===== config.mk =====
export PLATFORM = sky130hd
export DESIGN_NAME = pipe_ctrl_top
export DESIGN_NICKNAME = d
export VERILOG_FILES = /design/src/common/flow_pkg.sv /design/src/common/flow_if.sv /design/src/flow_ctrl/branch_cmp.sv /design/src/flow_ctrl/flow_ctrl.sv /design/src/pc_reg.sv /design/src/pipe_ctrl_top.sv /design/src/stage_chain.sv
export SDC_FILE = /design/constraint.sdc
export NUM_CORES = 1
export LEC_CHECK = 0
export BUFFER_PORTS_ARGS = -buffer_cell sky130_fd_sc_hd__buf_2
export CAP_MARGIN = 10
export CORE_MARGIN = 2
export CORE_UTILIZATION = 59
export CTS_CLUSTER_DIAMETER = 60
export DETAILED_ROUTE_END_ITERATION = 10
export GPL_ROUTABILITY_DRIVEN = 1
export HOLD_SLACK_MARGIN = 0.15
export PLACE_DENSITY = 0.87
export SLEW_MARGIN = 20
export SYNTH_ARGS = -nofsm -noshare
export SYNTH_HDL_FRONTEND = slang
export SYNTH_SLANG_ARGS = --single-unit

===== constraint.sdc =====
create_clock -name clk -period 6.06 [get_ports clk]
set_input_delay 0.303 -clock clk [delete_from_list [all_inputs] [get_ports clk]]
set_output_delay 0.303 -clock clk [all_outputs]
set_load 0.01 [all_outputs]

===== src/common/flow_pkg.sv =====
// flow control package
// shared word type, per-stage flow commands and branch/jump encodings

package flow_pkg;

    localparam int WORD_W = 32;

    typedef logic [WORD_W-1:0] word_t;   // address or data word

    // --------------------
    // per-stage flow command
    typedef enum logic [1:0] {
        FLOW_WORK    = 2'd0,   // load from predecessor
        FLOW_STOP    = 2'd1,   // hold current contents
        FLOW_REFRESH = 2'd2    // turn into a bubble
    } flow_t;

    // --------------------
    // branch and jump types from decode
    typedef enum logic [2:0] {
        BR_NONE = 3'd0,
        BR_BEQ,
        BR_BNE,
        BR_BLT,
        BR_BGE,
        BR_BLTU,
        BR_BGEU
    } branch_t;

    typedef enum logic [1:0] {
        JMP_NONE = 2'd0,
        JMP_JAL,
        JMP_JALR,
        JMP_FENCE
    } jump_t;

    localparam word_t RESET_PC = 32'h0000_0000;   // first fetch address
    localparam word_t PC_STEP  = 32'd4;           // one instruction

endpackage


===== src/common/flow_if.sv =====
// flow command bundle
// carries the five per-stage commands from flow_ctrl to the pipeline registers

`timescale 1ns/1ns

interface flow_if;

    flow_pkg::flow_t pc;   // fetch address register
    flow_pkg::flow_t de;
    flow_pkg::flow_t ex;
    flow_pkg::flow_t as;
    flow_pkg::flow_t wb;

    // controller side drives everything
    modport ctrl (output pc, de, ex, as, wb);

    // pc register only cares about its own command
    modport pc_side (input pc);

    // stage tag chain
    modport pipe (input de, ex, as, wb);

endinterface


===== src/flow_ctrl/branch_cmp.sv =====
// branch comparator
// compares rs1 against rs2, unsigned for bltu/bgeu and signed otherwise

`timescale 1ns/1ns

module branch_cmp (
    input  flow_pkg::branch_t branch_i,
    input  flow_pkg::word_t   rs1_i,
    input  flow_pkg::word_t   rs2_i,
    output logic              zero_o,      // operands equal
    output logic              less_o,
    output logic              more_eq_o
);

    logic use_unsigned;
    logic lt_signed;
    logic lt_unsigned;

    assign use_unsigned = (branch_i == flow_pkg::BR_BLTU) ||
                          (branch_i == flow_pkg::BR_BGEU);

    // --------------------
    // both compares in parallel, pick one
    assign lt_signed   = $signed(rs1_i) < $signed(rs2_i);
    assign lt_unsigned = rs1_i < rs2_i;

    assign zero_o    = (rs1_i == rs2_i);
    assign less_o    = use_unsigned ? lt_unsigned : lt_signed;
    assign more_eq_o = ~less_o;   // complement of less

endmodule


===== src/flow_ctrl/flow_ctrl.sv =====
// pipeline flow controller
// picks work/stop/refresh for each stage by priority and selects the next pc

`timescale 1ns/1ns

module flow_ctrl (
    input  logic               int_assert_i,
    input  flow_pkg::word_t    int_addr_i,
    input  logic               client_hold_i,
    input  logic               mem_hold_i,
    input  logic               mem_pending_i,
    input  logic               alu_busy_i,
    input  logic               bus_wait_i,
    input  logic               halt_i,
    input  flow_pkg::branch_t  branch_i,
    input  flow_pkg::jump_t    jump_i,
    input  flow_pkg::word_t    imm_i,
    input  flow_pkg::word_t    rs1_i,
    input  flow_pkg::word_t    ex_pc_i,      // base for branch and jal
    input  logic               zero_i,
    input  logic               less_i,
    input  logic               more_eq_i,
    flow_if.ctrl               flow,
    output flow_pkg::word_t    next_pc_o,
    output logic               next_pc_four_o
);

    logic            br_taken;
    flow_pkg::word_t rel_target;   // ex_pc + imm

    assign rel_target = ex_pc_i + imm_i;

    // --------------------
    // branch condition
    always_comb begin
        case (branch_i)
            flow_pkg::BR_BEQ:  br_taken = zero_i;
            flow_pkg::BR_BNE:  br_taken = ~zero_i;
            flow_pkg::BR_BLT,
            flow_pkg::BR_BLTU: br_taken = less_i;
            flow_pkg::BR_BGE,
            flow_pkg::BR_BGEU: br_taken = more_eq_i;
            default:           br_taken = 1'b0;
        endcase
    end

    // --------------------
    // priority decision
    always_comb begin
        // sequential fetch unless redirected below
        next_pc_o      = '0;
        next_pc_four_o = 1'b1;
        flow.pc        = flow_pkg::FLOW_WORK;
        flow.de        = flow_pkg::FLOW_WORK;
        flow.ex        = flow_pkg::FLOW_WORK;
        flow.as        = flow_pkg::FLOW_WORK;
        flow.wb        = flow_pkg::FLOW_WORK;

        if (int_assert_i) begin
            // flush everything, fetch from the handler
            next_pc_o      = int_addr_i;
            next_pc_four_o = 1'b0;
            flow.de        = flow_pkg::FLOW_REFRESH;
            flow.ex        = flow_pkg::FLOW_REFRESH;
            flow.as        = flow_pkg::FLOW_REFRESH;
            flow.wb        = flow_pkg::FLOW_REFRESH;
        end else if (client_hold_i) begin
            flow.pc = flow_pkg::FLOW_STOP;
            flow.de = flow_pkg::FLOW_STOP;
            flow.ex = flow_pkg::FLOW_STOP;
            flow.as = flow_pkg::FLOW_STOP;
            flow.wb = flow_pkg::FLOW_STOP;
        end else if (mem_hold_i) begin
            flow.pc = flow_pkg::FLOW_STOP;
            flow.de = flow_pkg::FLOW_STOP;
            flow.ex = flow_pkg::FLOW_STOP;
            flow.as = flow_pkg::FLOW_STOP;
            flow.wb = flow_pkg::FLOW_REFRESH;   // bubble behind the access
        end else if (mem_pending_i) begin
            flow.pc = flow_pkg::FLOW_STOP;
            flow.de = flow_pkg::FLOW_STOP;
            flow.ex = flow_pkg::FLOW_REFRESH;
        end else if (alu_busy_i) begin
            flow.pc = flow_pkg::FLOW_STOP;
            flow.de = flow_pkg::FLOW_STOP;
            flow.ex = flow_pkg::FLOW_STOP;      // divider keeps its op
            flow.as = flow_pkg::FLOW_REFRESH;
        end else if (bus_wait_i) begin
            flow.pc = flow_pkg::FLOW_STOP;
            flow.de = flow_pkg::FLOW_REFRESH;   // no instruction fetched
        end else if (branch_i != flow_pkg::BR_NONE) begin
            if (br_taken) begin
                next_pc_o      = rel_target;
                next_pc_four_o = 1'b0;
                flow.de        = flow_pkg::FLOW_REFRESH;
                flow.ex        = flow_pkg::FLOW_REFRESH;
            end
        end else if (jump_i != flow_pkg::JMP_NONE) begin
            next_pc_four_o = 1'b0;
            flow.de        = flow_pkg::FLOW_REFRESH;
            flow.ex        = flow_pkg::FLOW_REFRESH;
            case (jump_i)
                flow_pkg::JMP_JAL:   next_pc_o = rel_target;
                flow_pkg::JMP_JALR:  next_pc_o = rs1_i + imm_i;
                default:             next_pc_o = ex_pc_i + flow_pkg::PC_STEP;   // fence
            endcase
        end else if (halt_i) begin
            flow.pc = flow_pkg::FLOW_STOP;
            flow.de = flow_pkg::FLOW_STOP;
            flow.ex = flow_pkg::FLOW_STOP;
            flow.as = flow_pkg::FLOW_STOP;
            flow.wb = flow_pkg::FLOW_STOP;
        end
    end

endmodule


===== src/pc_reg.sv =====
// program counter
// fetch address register, steps by one word or loads a redirect target

`timescale 1ns/1ns

module pc_reg (
    input  logic            clk,
    input  logic            rst_i,
    flow_if.pc_side         flow,
    input  flow_pkg::word_t next_pc_i,
    input  logic            next_pc_four_i,
    output flow_pkg::word_t pc_o
);

    flow_pkg::word_t pc_q;
    flow_pkg::word_t pc_d;

    // sequential step or redirect
    assign pc_d = next_pc_four_i ? pc_q + flow_pkg::PC_STEP : next_pc_i;

    always_ff @(posedge clk) begin
        if (rst_i) begin
            pc_q <= flow_pkg::RESET_PC;
        end else if (flow.pc == flow_pkg::FLOW_WORK) begin
            pc_q <= pc_d;
        end
        // stop and refresh both hold the address
    end

    assign pc_o = pc_q;

endmodule


===== src/pipe_ctrl_top.sv =====
// pipeline control top
// flow controller, branch compare, pc register and stage tags

`timescale 1ns/1ns

module pipe_ctrl_top (
    input  logic              clk,
    input  logic              rst_i,
    input  logic              int_assert_i,
    input  flow_pkg::word_t   int_addr_i,
    input  logic              client_hold_i,
    input  logic              mem_hold_i,
    input  logic              mem_pending_i,
    input  logic              alu_busy_i,
    input  logic              bus_wait_i,
    input  logic              halt_i,
    input  flow_pkg::branch_t branch_i,
    input  flow_pkg::jump_t   jump_i,
    input  flow_pkg::word_t   imm_i,
    input  flow_pkg::word_t   rs1_i,
    input  flow_pkg::word_t   rs2_i,
    output flow_pkg::word_t   pc_o,
    output flow_pkg::word_t   de_pc_o,
    output flow_pkg::word_t   ex_pc_o,
    output flow_pkg::word_t   as_pc_o,
    output flow_pkg::word_t   wb_pc_o,
    output logic              de_valid_o,
    output logic              ex_valid_o,
    output logic              as_valid_o,
    output logic              wb_valid_o
);

    logic            zero;
    logic            less;
    logic            more_eq;
    flow_pkg::word_t next_pc;
    logic            next_pc_four;

    flow_if flow_bus ();

    // --------------------
    // decision logic
    branch_cmp branch_cmp_inst (
        .branch_i  (branch_i),
        .rs1_i     (rs1_i),
        .rs2_i     (rs2_i),
        .zero_o    (zero),
        .less_o    (less),
        .more_eq_o (more_eq)
    );

    flow_ctrl flow_ctrl_inst (
        .int_assert_i   (int_assert_i),
        .int_addr_i     (int_addr_i),
        .client_hold_i  (client_hold_i),
        .mem_hold_i     (mem_hold_i),
        .mem_pending_i  (mem_pending_i),
        .alu_busy_i     (alu_busy_i),
        .bus_wait_i     (bus_wait_i),
        .halt_i         (halt_i),
        .branch_i       (branch_i),
        .jump_i         (jump_i),
        .imm_i          (imm_i),
        .rs1_i          (rs1_i),
        .ex_pc_i        (ex_pc_o),        // target base is the ex tag
        .zero_i         (zero),
        .less_i         (less),
        .more_eq_i      (more_eq),
        .flow           (flow_bus.ctrl),
        .next_pc_o      (next_pc),
        .next_pc_four_o (next_pc_four)
    );

    // --------------------
    // state
    pc_reg pc_reg_inst (
        .clk            (clk),
        .rst_i          (rst_i),
        .flow           (flow_bus.pc_side),
        .next_pc_i      (next_pc),
        .next_pc_four_i (next_pc_four),
        .pc_o           (pc_o)
    );

    stage_chain stage_chain_inst (
        .clk        (clk),
        .rst_i      (rst_i),
        .flow       (flow_bus.pipe),
        .fetch_pc_i (pc_o),
        .de_pc_o    (de_pc_o),
        .ex_pc_o    (ex_pc_o),
        .as_pc_o    (as_pc_o),
        .wb_pc_o    (wb_pc_o),
        .de_valid_o (de_valid_o),
        .ex_valid_o (ex_valid_o),
        .as_valid_o (as_valid_o),
        .wb_valid_o (wb_valid_o)
    );

endmodule


===== src/stage_chain.sv =====
// stage tag chain
// pc and valid tags for de, ex, as and wb, each under its own flow command

`timescale 1ns/1ns

module stage_chain (
    input  logic            clk,
    input  logic            rst_i,
    flow_if.pipe            flow,
    input  flow_pkg::word_t fetch_pc_i,
    output flow_pkg::word_t de_pc_o,
    output flow_pkg::word_t ex_pc_o,
    output flow_pkg::word_t as_pc_o,
    output flow_pkg::word_t wb_pc_o,
    output logic            de_valid_o,
    output logic            ex_valid_o,
    output logic            as_valid_o,
    output logic            wb_valid_o
);

    localparam int N_STAGE = 4;   // de ex as wb

    flow_pkg::flow_t cmd       [N_STAGE];
    flow_pkg::word_t tag_pc    [N_STAGE];
    logic            tag_valid [N_STAGE];

    assign cmd[0] = flow.de;
    assign cmd[1] = flow.ex;
    assign cmd[2] = flow.as;
    assign cmd[3] = flow.wb;

    // --------------------
    // tag registers
    always_ff @(posedge clk) begin
        for (int i = 0; i < N_STAGE; i++) begin
            if (rst_i) begin
                tag_pc[i]    <= '0;
                tag_valid[i] <= 1'b0;
            end else begin
                case (cmd[i])
                    flow_pkg::FLOW_WORK: begin
                        if (i == 0) begin
                            tag_pc[i]    <= fetch_pc_i;   // new fetch enters de
                            tag_valid[i] <= 1'b1;
                        end else begin
                            tag_pc[i]    <= tag_pc[i-1];
                            tag_valid[i] <= tag_valid[i-1];
                        end
                    end
                    flow_pkg::FLOW_REFRESH: begin
                        tag_pc[i]    <= '0;   // bubble
                        tag_valid[i] <= 1'b0;
                    end
                    default: ;   // stop holds
                endcase
            end
        end
    end

    assign de_pc_o    = tag_pc[0];
    assign ex_pc_o    = tag_pc[1];
    assign as_pc_o    = tag_pc[2];
    assign wb_pc_o    = tag_pc[3];
    assign de_valid_o = tag_valid[0];
    assign ex_valid_o = tag_valid[1];
    assign as_valid_o = tag_valid[2];
    assign wb_valid_o = tag_valid[3];

endmodule

==> metrics.txt, run 1 <==
Seq/Total Area, Yosys 36.9%; CP endpoint kind register; RSZ-0062 raised after global routing false; wire per inst roughly 22 um; Max Buffers Root-to-Sink 2; hold path start int_addr_i[0]; PostCTS Resize Cnt 0; status completed; global route hottest layer met2; Slew Viols, Final 0; Final Cycle Share 65.9%; Syn Std Cell Area 12500 um2; final core utilization 71.3%; synthesis-to-finish area growth 19.3%; iteration-0 DRC count of the detailed router approximately 1800; IO Pins just over 300; setup slack, reg-to-reg 2.07 ns; first-pass GRT wire length 62100 um; Worst-path clk slew 0.08 ns; Synth Instances 1367; P_leak around 6.8 nW; vias per std cell roughly 6.4; FF-to-FF End pc_reg_inst.pc_o[28]$_SDFFE_PP0N_; NumNets Final 1889; setup total negative slack 0 ns; Critical Path RT 6.35 ns; M2 GR Usage 54.5%; final std cells w/o fill 1936; hold_buf cts 0; Hold Path Class in2reg; FILL cells 1634; CTS tree done; total die area 22300 um2; reg2reg path depth 11; final setup fails 0; Rel. slew slack between 30% and 40%; post-synthesis register bit count approximately 160; minimum clock period 3.99 ns; Final Hold Viols 0; met1 usage 53.0%; Post-synth ARST share 0%; Worst-Skew Late Latency 0.45 ns; mean post-synth cell area 9.13 um2; commonest cells in the synthesized netlist 141 x and2_1, 132 x edfxtp_1, 115 x a21oi_1, 99 x ha_1, 92 x nand2_1; DRC Markers 0; clock sinks between 150 and 200; clk_skew 0.0101 ns; RR Startpoint stage_chain_inst.tag_pc[1][4]$_SDFFCE_PP0P_; largest cells by area after synthesis edfxtp_1 32%, ha_1 9.9%, and2_1 7.1%, dfxtp_1 5.1%, a21oi_1 4.6%; Pre-antenna DRT Iters 7; largest area contributor in the netlist edfxtp_1; initial antenna violation count 4; yosys warns 0; post-DP HPWL 31300 um; global placement routability congestion 0.968; vias post-DR 12400; total wire length 41800 um; ys flop type edfxtp_1; root buffer cell clkbuf_16; met3 Track Usage GR 7.90%; vias in the first global route ~11000; Rows 53; PD cells roughly 220 nW/um2; post-CTS setup buffer count 0; post-route ant nets 0; post-synthesis cell type count 77; # port buffers 305; Total GRT Usage approximately 36%; syn_nets 1610; EDFF count, synth 132; largest net degree at the start of global routing 41; # Max-Cap Violations 0; grt ovf 0; starting density of the core between 50 and 60%; Setup CP Type reg2reg; Peak VDD IR 191 uV; Hold Crit Endpoint pc_reg_inst.pc_o[0]$_SDFFE_PP0P_; Critical Path AT 4.29 ns; DIE HEIGHT around 150 um; worst slew pin tran 1.02 ns; Max Fanout on Critical Path 7; CTS buffer count 17; H-tree depth 4; Die Wd between 100 and 150 um; CP Launch Type register; FMAX 250 MHz; layout cells sized above 1 between 20% and 30%; count leader, synth and2_1; total power 0.00324 W; core area 20900 um2; Hold Path Depth 3; placed cells 1902; share of the synthesized area in the top cell type 31.7%
==> worst max-delay path, cell delays in order (launching register included) <==
cell and delay, ns:
edfxtp_1 0.54, ha_1 0.45, nand2_1 0.09, o21ai_1 0.24, a31oi_1 0.20, o311ai_1 0.63, a31oi_1 0.23, o21ai_1 0.47
a211oi_1 0.17, xnor2_1 0.19, a221oi_1 0.46, o32ai_1 0.17
==> kinds of logic after synthesis <==
| kind of cell | synth area share [%] |
|---|---|
| buf+inv | 3.82 |
| flops | 36.9 |
| simple gates | 20.3 |
| xor+xnor | 5.89 |
| compound gates | 22.5 |
| fa+ha+maj | 10.2 |
| mux | 0.401 |
==> layer usage <==
metal | part of all wire (%) | routed length (um) | up-vias
met4 | 2.4 | 998 | 2
li1 | - | - | 5691
met1 | 40 | 16800 | 5753
met5 | 0.031 | 13 | -
met2 | 44 | 18300 | 901
met3 | 13 | 5590 | 92
==> registers in the layout (all words and copies together), names as in the netlist <==
register / count
stage_chain_inst.tag_pc: 128
pc_reg_inst.pc_o: 32
stage_chain_inst.tag_valid: 4
==> power by group <==
group          internal [W]  switching [W]  total, W
sequential          0.00127      0.0000661   0.00133
clock              0.000572       0.000560   0.00113
combinational      0.000298       0.000482  0.000780
==> stage by stage <==
step | hold slack [ns] | worst slack, ns | instance area (um2)
global placement | 0.526 | 1.98 | 14300
CTS | 0.158 | 2.23 | 14900
global route | 0.180 | 1.84 | 14900
floorplan | 0.477 | 2.26 | 12500
detailed placement | 0.514 | 1.94 | 14300
finish | 0.164 | 2.07 | 14900
==> how the worst max path moves through the flow <==
stage	start	end	slack, ns	depth (start not counted)
finish	stage_chain_inst.tag_pc[1][4]$_SDFFCE_PP0P_	pc_reg_inst.pc_o[28]$_SDFFE_PP0N_	2.07	11
global route	stage_chain_inst.tag_pc[1][4]$_SDFFCE_PP0P_	pc_reg_inst.pc_o[28]$_SDFFE_PP0N_	1.84	11
CTS	stage_chain_inst.tag_pc[1][0]$_SDFFCE_PP0P_	pc_reg_inst.pc_o[28]$_SDFFE_PP0N_	2.23	12
detailed placement	rs1_i[15]	pc_reg_inst.pc_o[1]$_SDFFE_PP0P_	1.94	12
global placement	rs1_i[15]	pc_reg_inst.pc_o[1]$_SDFFE_PP0P_	1.98	12
floorplan	branch_i[2]	stage_chain_inst.tag_pc[3][0]$_SDFFCE_PP0P_	2.26	6
==> cells in the final DEF (no fill, tap or decap), drive strengths merged, types with 6 or more instances in the layout <==
cell type | synthesis | routed
o21a | 11 | 11
a22oi | 11 | 11
edfxtp | 132 | 132
a21o | 33 | 33
dfxtp | 32 | 32
o211ai | 9 | 9
and2 | 141 | 141
nand4 | 21 | 21
nand2b | 8 | 8
ha | 99 | 99
nor2 | 61 | 61
a211oi | 20 | 20
and3 | 22 | 22
clkinv | 0 | 9
nor2b | 11 | 11
nand3 | 46 | 46
buf | 8 | 317
or2 | 7 | 7
a21oi | 117 | 117
inv | 67 | 72
a31oi | 26 | 26
nor3 | 31 | 31
xnor2 | 50 | 50
o21ai | 71 | 71
clkbuf | 49 | 18
a31o | 6 | 6
a21boi | 7 | 7
nand2 | 92 | 92
xor2 | 34 | 34
or3 | 8 | 8
nor4 | 14 | 14
a221oi | 23 | 23
==> cell type report <==
| type | instances | area [um2] | area share [%] |
|---|---|---|---|
| antenna | 2 | 5.00 | 0.0336 |
| clock buffer | 18 | 439 | 2.95 |
| inverter | 67 | 251 | 1.69 |
| tap | 275 | 344 | 2.31 |
| sequential | 164 | 4600 | 30.9 |
| clock inverter | 14 | 185 | 1.24 |
| multi-input combinational | 1079 | 7440 | 50.0 |
| timing repair buffer | 317 | 1620 | 10.9 |
Power figures use the tool's default switching activity.
==> run 2: changes to the inputs <==
--- a/config.mk
+++ b/config.mk
@@ -8,12 +8,12 @@
 export BUFFER_PORTS_ARGS = -buffer_cell sky130_fd_sc_hd__buf_2
 export CAP_MARGIN = 10
 export CORE_MARGIN = 2
-export CORE_UTILIZATION = 59
+export CORE_UTILIZATION = 55
 export CTS_CLUSTER_DIAMETER = 60
 export DETAILED_ROUTE_END_ITERATION = 10
 export GPL_ROUTABILITY_DRIVEN = 1
 export HOLD_SLACK_MARGIN = 0.15
-export PLACE_DENSITY = 0.87
+export PLACE_DENSITY = 0.82
 export SLEW_MARGIN = 20
 export SYNTH_ARGS = -nofsm -noshare
 export SYNTH_HDL_FRONTEND = slang
==> constraint.sdc (replaced) <==
create_clock -name clk -period 3.9 [get_ports clk]
set_input_delay 0.195 -clock clk [delete_from_list [all_inputs] [get_ports clk]]
set_output_delay 0.195 -clock clk [all_outputs]
set_load 0.01 [all_outputs]
==> metrics.txt, run 2 (synthesized netlist as in run 1, its figures left out) <==
CP Launch Type register; Final Hold Viols 0; clk_skew 0.0141 ns; worst slew pin tran 0.997 ns; CTS buffer count 17; hold slack final 0.171 ns; vias per std cell 6.35; wire per inst 21.8 um; most frequent cells in the layout 305 x buf_2, 141 x and2_1, 132 x edfxtp_1; Rows 55; Critical Path AT 4.14 ns; iteration-0 DRC count of the detailed router 1653; WL met3 5800 um; IO Pins 306; Final Cycle Share 96.3%; PD cells 332 nW/um2; worst path bufs/invs 1; Pre-antenna DRT Iters 6; grt ovf 0; Max Fanout on Critical Path 7; total die area 23900 um2; CP endpoint kind register; final core utilization about two thirds; root buffer cell clkbuf_16; clock sinks between 150 and 200; slowest CP cell edfxtp_1; P_leak 7.02 nW; FILL cells 1816; Hold Path Class in2reg; CTS tree done; status completed; initial antenna violation count 2; synthesis-to-finish area growth 22.9%; Sequential cell area 4600 um2; global placement routability congestion 0.984; Max Buffers Root-to-Sink 2; Total GRT Usage between 30% and 40%; Critical Path RT 4.29 ns; number of flip-flops in the largest register 128; first-pass GRT wire length about 65000 um; area of the multi-input gates ~7500 um2; Setup CP Type reg2reg; RSZ-0062 raised after global routing false; core area 22400 um2; largest net degree at the start of global routing 40; DIE HEIGHT about 150 um; vias post-DR 12700; vias in the first global route 11700; highest metal used met5; DRC Markers 0; Peak VDD IR 284 uV; FMAX 266 MHz; setup total negative slack 0 ns; layout cells sized above 1 about a quarter; worst stage delay on the critical path approximately 0.54 ns; Worst-path clk slew 0.08 ns; Top reg by flops stage_chain_inst.tag_pc; Crit path max-delay family compound AO/OA/AOI/OAI gates; Slew Viols, Final 0; M1 WL roughly 18000 um; H-tree depth 4; minimum clock period ~3.8 ns; post-route ant nets 0; starting density of the core between 50 and 60%; Worst-Skew Late Latency 0.45 ns; Critical Path, Cell by Cell ha_1 > o211ai_1 > o211ai_1 > a221oi_2 > nor4_1 > o41ai_2 > buf_4 > o21ai_0 > nand2_1 > a211o_1 > a221oi_1 > a211o_1; post-DP HPWL between 30000 and 40000 um; NumNets Final 1942; final setup fails 0; Die Wd 155 um; metal2 WL 18800 um; most common cell after layout, fill and taps aside buf_2; # Max-Cap Violations 0; Rel. slew slack between 30% and 40%; # port buffers 305; total wire length 43500 um
-- run 2: cell types whose count changed in the layout (fill, tap and decap cells not counted), sizes merged --
cell,before,now
inv,72,76
dlygate4sd3,0,15
clkinvlp,0,1
buf,317,355
diode,2,1
clkinv,9,4
-- run 2: per-stage QoR --
stage / cell area (um2) / worst slack [ns] / cells / power, W
floorplan: 12500 / 0.204 / 1367 / 0.00282
global placement: 14500 / 0.0547 / 1946 / 0.00328
detailed placement: 14500 / 0.0798 / 1947 / 0.00330
CTS: 15300 / 0.0288 / 1994 / 0.00505
global route: 15300 / 0.00691 / 1998 / 0.00527
finish: 15300 / 0.143 / 1998 / 0.00509
-- run 2: area by class of cell --
| cell class | count | share of cell area, % |
|---|---|---|
| Clock buffer | 18 | 2.86 |
| Multi-Input combinational cell | 1079 | 48.7 |
| Inverter | 67 | 1.64 |
| Sequential cell | 164 | 30.0 |
| Tap cell | 285 | 2.32 |
| Timing Repair Buffer | 370 | 13.4 |
| Clock inverter | 14 | 1.02 |
| Antenna cell | 1 | 0.0163 |
-- run 2: what timing repair did --
action                                 4_1_cts  5_1_grt
endpoints found under the hold margin       15        0
hold buffers                                15        0
setup endpoints to repair                    0        7
buffers inserted                             0        3
gates resized for setup                      0        4
-- run 2: worst paths after layout --
path	from	endpoint	slack, ns	cells after the start
worst max-delay path	stage_chain_inst.tag_pc[1][2]$_SDFFCE_PP0P_	pc_reg_inst.pc_o[31]$_SDFFE_PP0N_	0.14	12
worst min-delay path	int_addr_i[17]	pc_reg_inst.pc_o[17]$_SDFFE_PP0N_	0.17	4
worst max register to register	stage_chain_inst.tag_pc[1][2]$_SDFFCE_PP0P_	pc_reg_inst.pc_o[31]$_SDFFE_PP0N_	0.14	12
worst min register to register	pc_reg_inst.pc_o[9]$_SDFFE_PP0N_	pc_reg_inst.pc_o[9]$_SDFFE_PP0N_	0.55	2
-- run 2: worst register-to-register path: stages (launching register included) --
cell	delay [ns]
edfxtp_1	0.54
ha_1	0.42
o211ai_1	0.18
o211ai_1	0.37
a221oi_2	0.16
nor4_1	0.53
o41ai_2	0.13
buf_4	0.17
o21ai_0	0.30
nand2_1	0.14
a211o_1	0.24
a221oi_1	0.36
a211o_1	0.18
-- run 2: layer usage --
metal	up-vias	GRT usage (%)
met5	-	0
met4	2	11.7
met3	86	9.33
met2	884	52.5
met1	5926	50.6
li1	5794	-
-- run 2: power by group --
part           internal [W]  switching, W  total (W)  leakage [nW]
registers           0.00197     0.0000908    0.00206          1.77
clock network      0.000881      0.000873    0.00175         0.291
logic              0.000500      0.000777    0.00128          4.96
==> run 3: changes to the inputs <==
--- a/config.mk
+++ b/config.mk
@@ -14,6 +14,7 @@
 export GPL_ROUTABILITY_DRIVEN = 1
 export HOLD_SLACK_MARGIN = 0.15
 export PLACE_DENSITY = 0.82
+export RECOVER_POWER = 100
 export SLEW_MARGIN = 20
 export SYNTH_ARGS = -nofsm -noshare
 export SYNTH_HDL_FRONTEND = slang
==> metrics.txt, run 3 (synthesized netlist as in run 1, its figures left out) <==
Total GRT Usage 35.5%; root buffer cell clkbuf_16; cell mode on critical path o21ai_1; vias post-DR 12700; CTS tree done; DIE HEIGHT 155 um; wire per inst 21.9 um; # Max-Cap Violations 5; starting density of the core 55.6%; CP endpoint kind register; post-DP HPWL 33000 um; RSZ-0062 raised after global routing false; Hold Path Class in2reg; worst slack at placement 0.0798 ns; Critical Path AT just over 4 ns; hold slack final 0.169 ns; Hold Path Depth 4; vias in the first global route 11700; layout cells sized above 1 between 10% and 20%; PD cells 337 nW/um2; hold path start int_addr_i[17]; Pre-antenna DRT Iters 9; slowest CP cell edfxtp_1; number of flip-flops in the largest register 128; RR Startpoint stage_chain_inst.tag_pc[1][0]$_SDFFCE_PP0P_; vias per std cell 6.35; P_leak 6.26 nW; worst slew pin tran 2.10 ns; final instance area between 15000 and 20000 um2; worst stage delay on the critical path 0.46 ns; Critical Path, Cell by Cell ha_1 > fa_1 > a21oi_1 > o21ai_1 > a31oi_2 > o311ai_2 > a31oi_1 > o21ai_1 > a211oi_1 > xnor2_1 > a221oi_1 > o32ai_1; IO Pins 306; FF-to-FF End pc_reg_inst.pc_o[28]$_SDFFE_PP0N_; failing checks max-capacitance violations, max-slew violations; Worst-Skew Late Latency 0.45 ns; Critical Path RT 4.21 ns; status finished with violations; Hold Crit Endpoint pc_reg_inst.pc_o[17]$_SDFFE_PP0N_; CP Launch Type register; largest net degree at the start of global routing 40; FMAX around 260 MHz; DRC Markers 0; grt ovf 0; total die area 23900 um2; global placement routability congestion around 0.98; clock sinks around 160; total wire length ~44000 um; Peak VDD IR 282 uV; total power 0.00506 W; Rel. slew slack -40.0%; Setup CP Type reg2reg; # port buffers 305; Area after DPL 14500 um2; iteration-0 DRC count of the detailed router about 1600; post-route ant nets 0; core area 22400 um2; H-tree depth 4; setup ws final 0.126 ns; Die Wd ~150 um; setup total negative slack 0 ns; FILL cells 1949; Slew Viols, Final 170; NumNets Final 1942; most frequent cells in the layout 175 x clkbuf_1, 153 x buf_2, 132 x edfxtp_1; initial antenna violation count 2; final setup fails 0; Max Buffers Root-to-Sink 2; Top reg by flops stage_chain_inst.tag_pc; Final Hold Viols 0; synthesis-to-finish area growth 20.2%; first-pass GRT wire length 65500 um; CTS buffer count 17; setup slack, reg-to-reg 0.13 ns; Max Fanout on Critical Path 5; Final Cycle Share 96.8%; minimum clock period between 3 and 4 ns; most common cell after layout, fill and taps aside clkbuf_1; Rows 55; clk_skew 0.0149 ns; reg2reg path depth 12; Worst-path clk slew 0.08 ns
run 3: cell types whose count changed in the layout (fill, tap and decap cells not counted), sizes merged:
cell	delta
buf	-179
clkbuf	+179
run 3: critical path: cells and delay by family (launching register included):
family / cells / cell delay, ns
AOI/OAI and AO/OA: 9 / 2.30
adders and majority gates: 2 / 0.67
DFF: 1 / 0.46
xor gates and xnor gates: 1 / 0.19
run 3: worst max-delay path by stage:
stage	start	end	slack, ns	depth (start not counted)
after floorplan	branch_i[2]	stage_chain_inst.tag_pc[3][0]$_SDFFCE_PP0P_	0.20	6
after CTS	stage_chain_inst.tag_pc[1][0]$_SDFFCE_PP0P_	pc_reg_inst.pc_o[28]$_SDFFE_PP0N_	0.03	12
after detailed placement	stage_chain_inst.tag_pc[1][0]$_SDFFCE_PP0P_	pc_reg_inst.pc_o[28]$_SDFFE_PP0N_	0.08	12
after global placement	stage_chain_inst.tag_pc[1][0]$_SDFFCE_PP0P_	pc_reg_inst.pc_o[28]$_SDFFE_PP0N_	0.05	12
after global routing	stage_chain_inst.tag_pc[1][2]$_SDFFCE_PP0P_	pc_reg_inst.pc_o[31]$_SDFFE_PP0N_	0.004	12
final	stage_chain_inst.tag_pc[1][0]$_SDFFCE_PP0P_	pc_reg_inst.pc_o[28]$_SDFFE_PP0N_	0.13	12
run 3: stage by stage:
step                      util (%)  std cells
after floorplan                  -       1367
after global placement        64.8       1946
after detailed placement      64.8       1947
after CTS                     68.1       1994
after global routing          66.9       1998
final                         66.9       1998
run 3: cell type report:
cell class,count,area (um2),share of cell area (%)
antenna,1,2.50,0.0167
inverter,67,251,1.68
clock inverter,14,156,1.04
sequential,164,4600,30.7
multi-input combinational,1079,7430,49.5
timing repair buffer,370,1770,11.8
tap,285,357,2.38
clock buffer,18,439,2.93
run 3: power breakdown:
part	internal, W	leakage [nW]	total, W	switching [W]
Clock	0.000881	0.291	0.00176	0.000879
Combinational	0.000462	4.20	0.00123	0.000771
Sequential	0.00197	1.77	0.00206	0.0000938
Total	0.00331	6.26	0.00506	0.00174
run 3: what timing repair did:
| action | 4_1_cts | 5_1_grt |
|---|---|---|
| gates resized for setup | 0 | 4 |
| hold buffers | 15 | 0 |
| hold endpoints to repair | 15 | 0 |
| setup endpoints to repair | 0 | 7 |
| setup buffers | 0 | 3 |
run 3: layer usage:
layer	track usage [%]	vias up	wire length, um
met5	0	-	8
met4	11.7	2	1300
met3	9.33	107	5780
met2	52.5	888	18700
met1	50.6	5904	18000
li1	-	5787	-
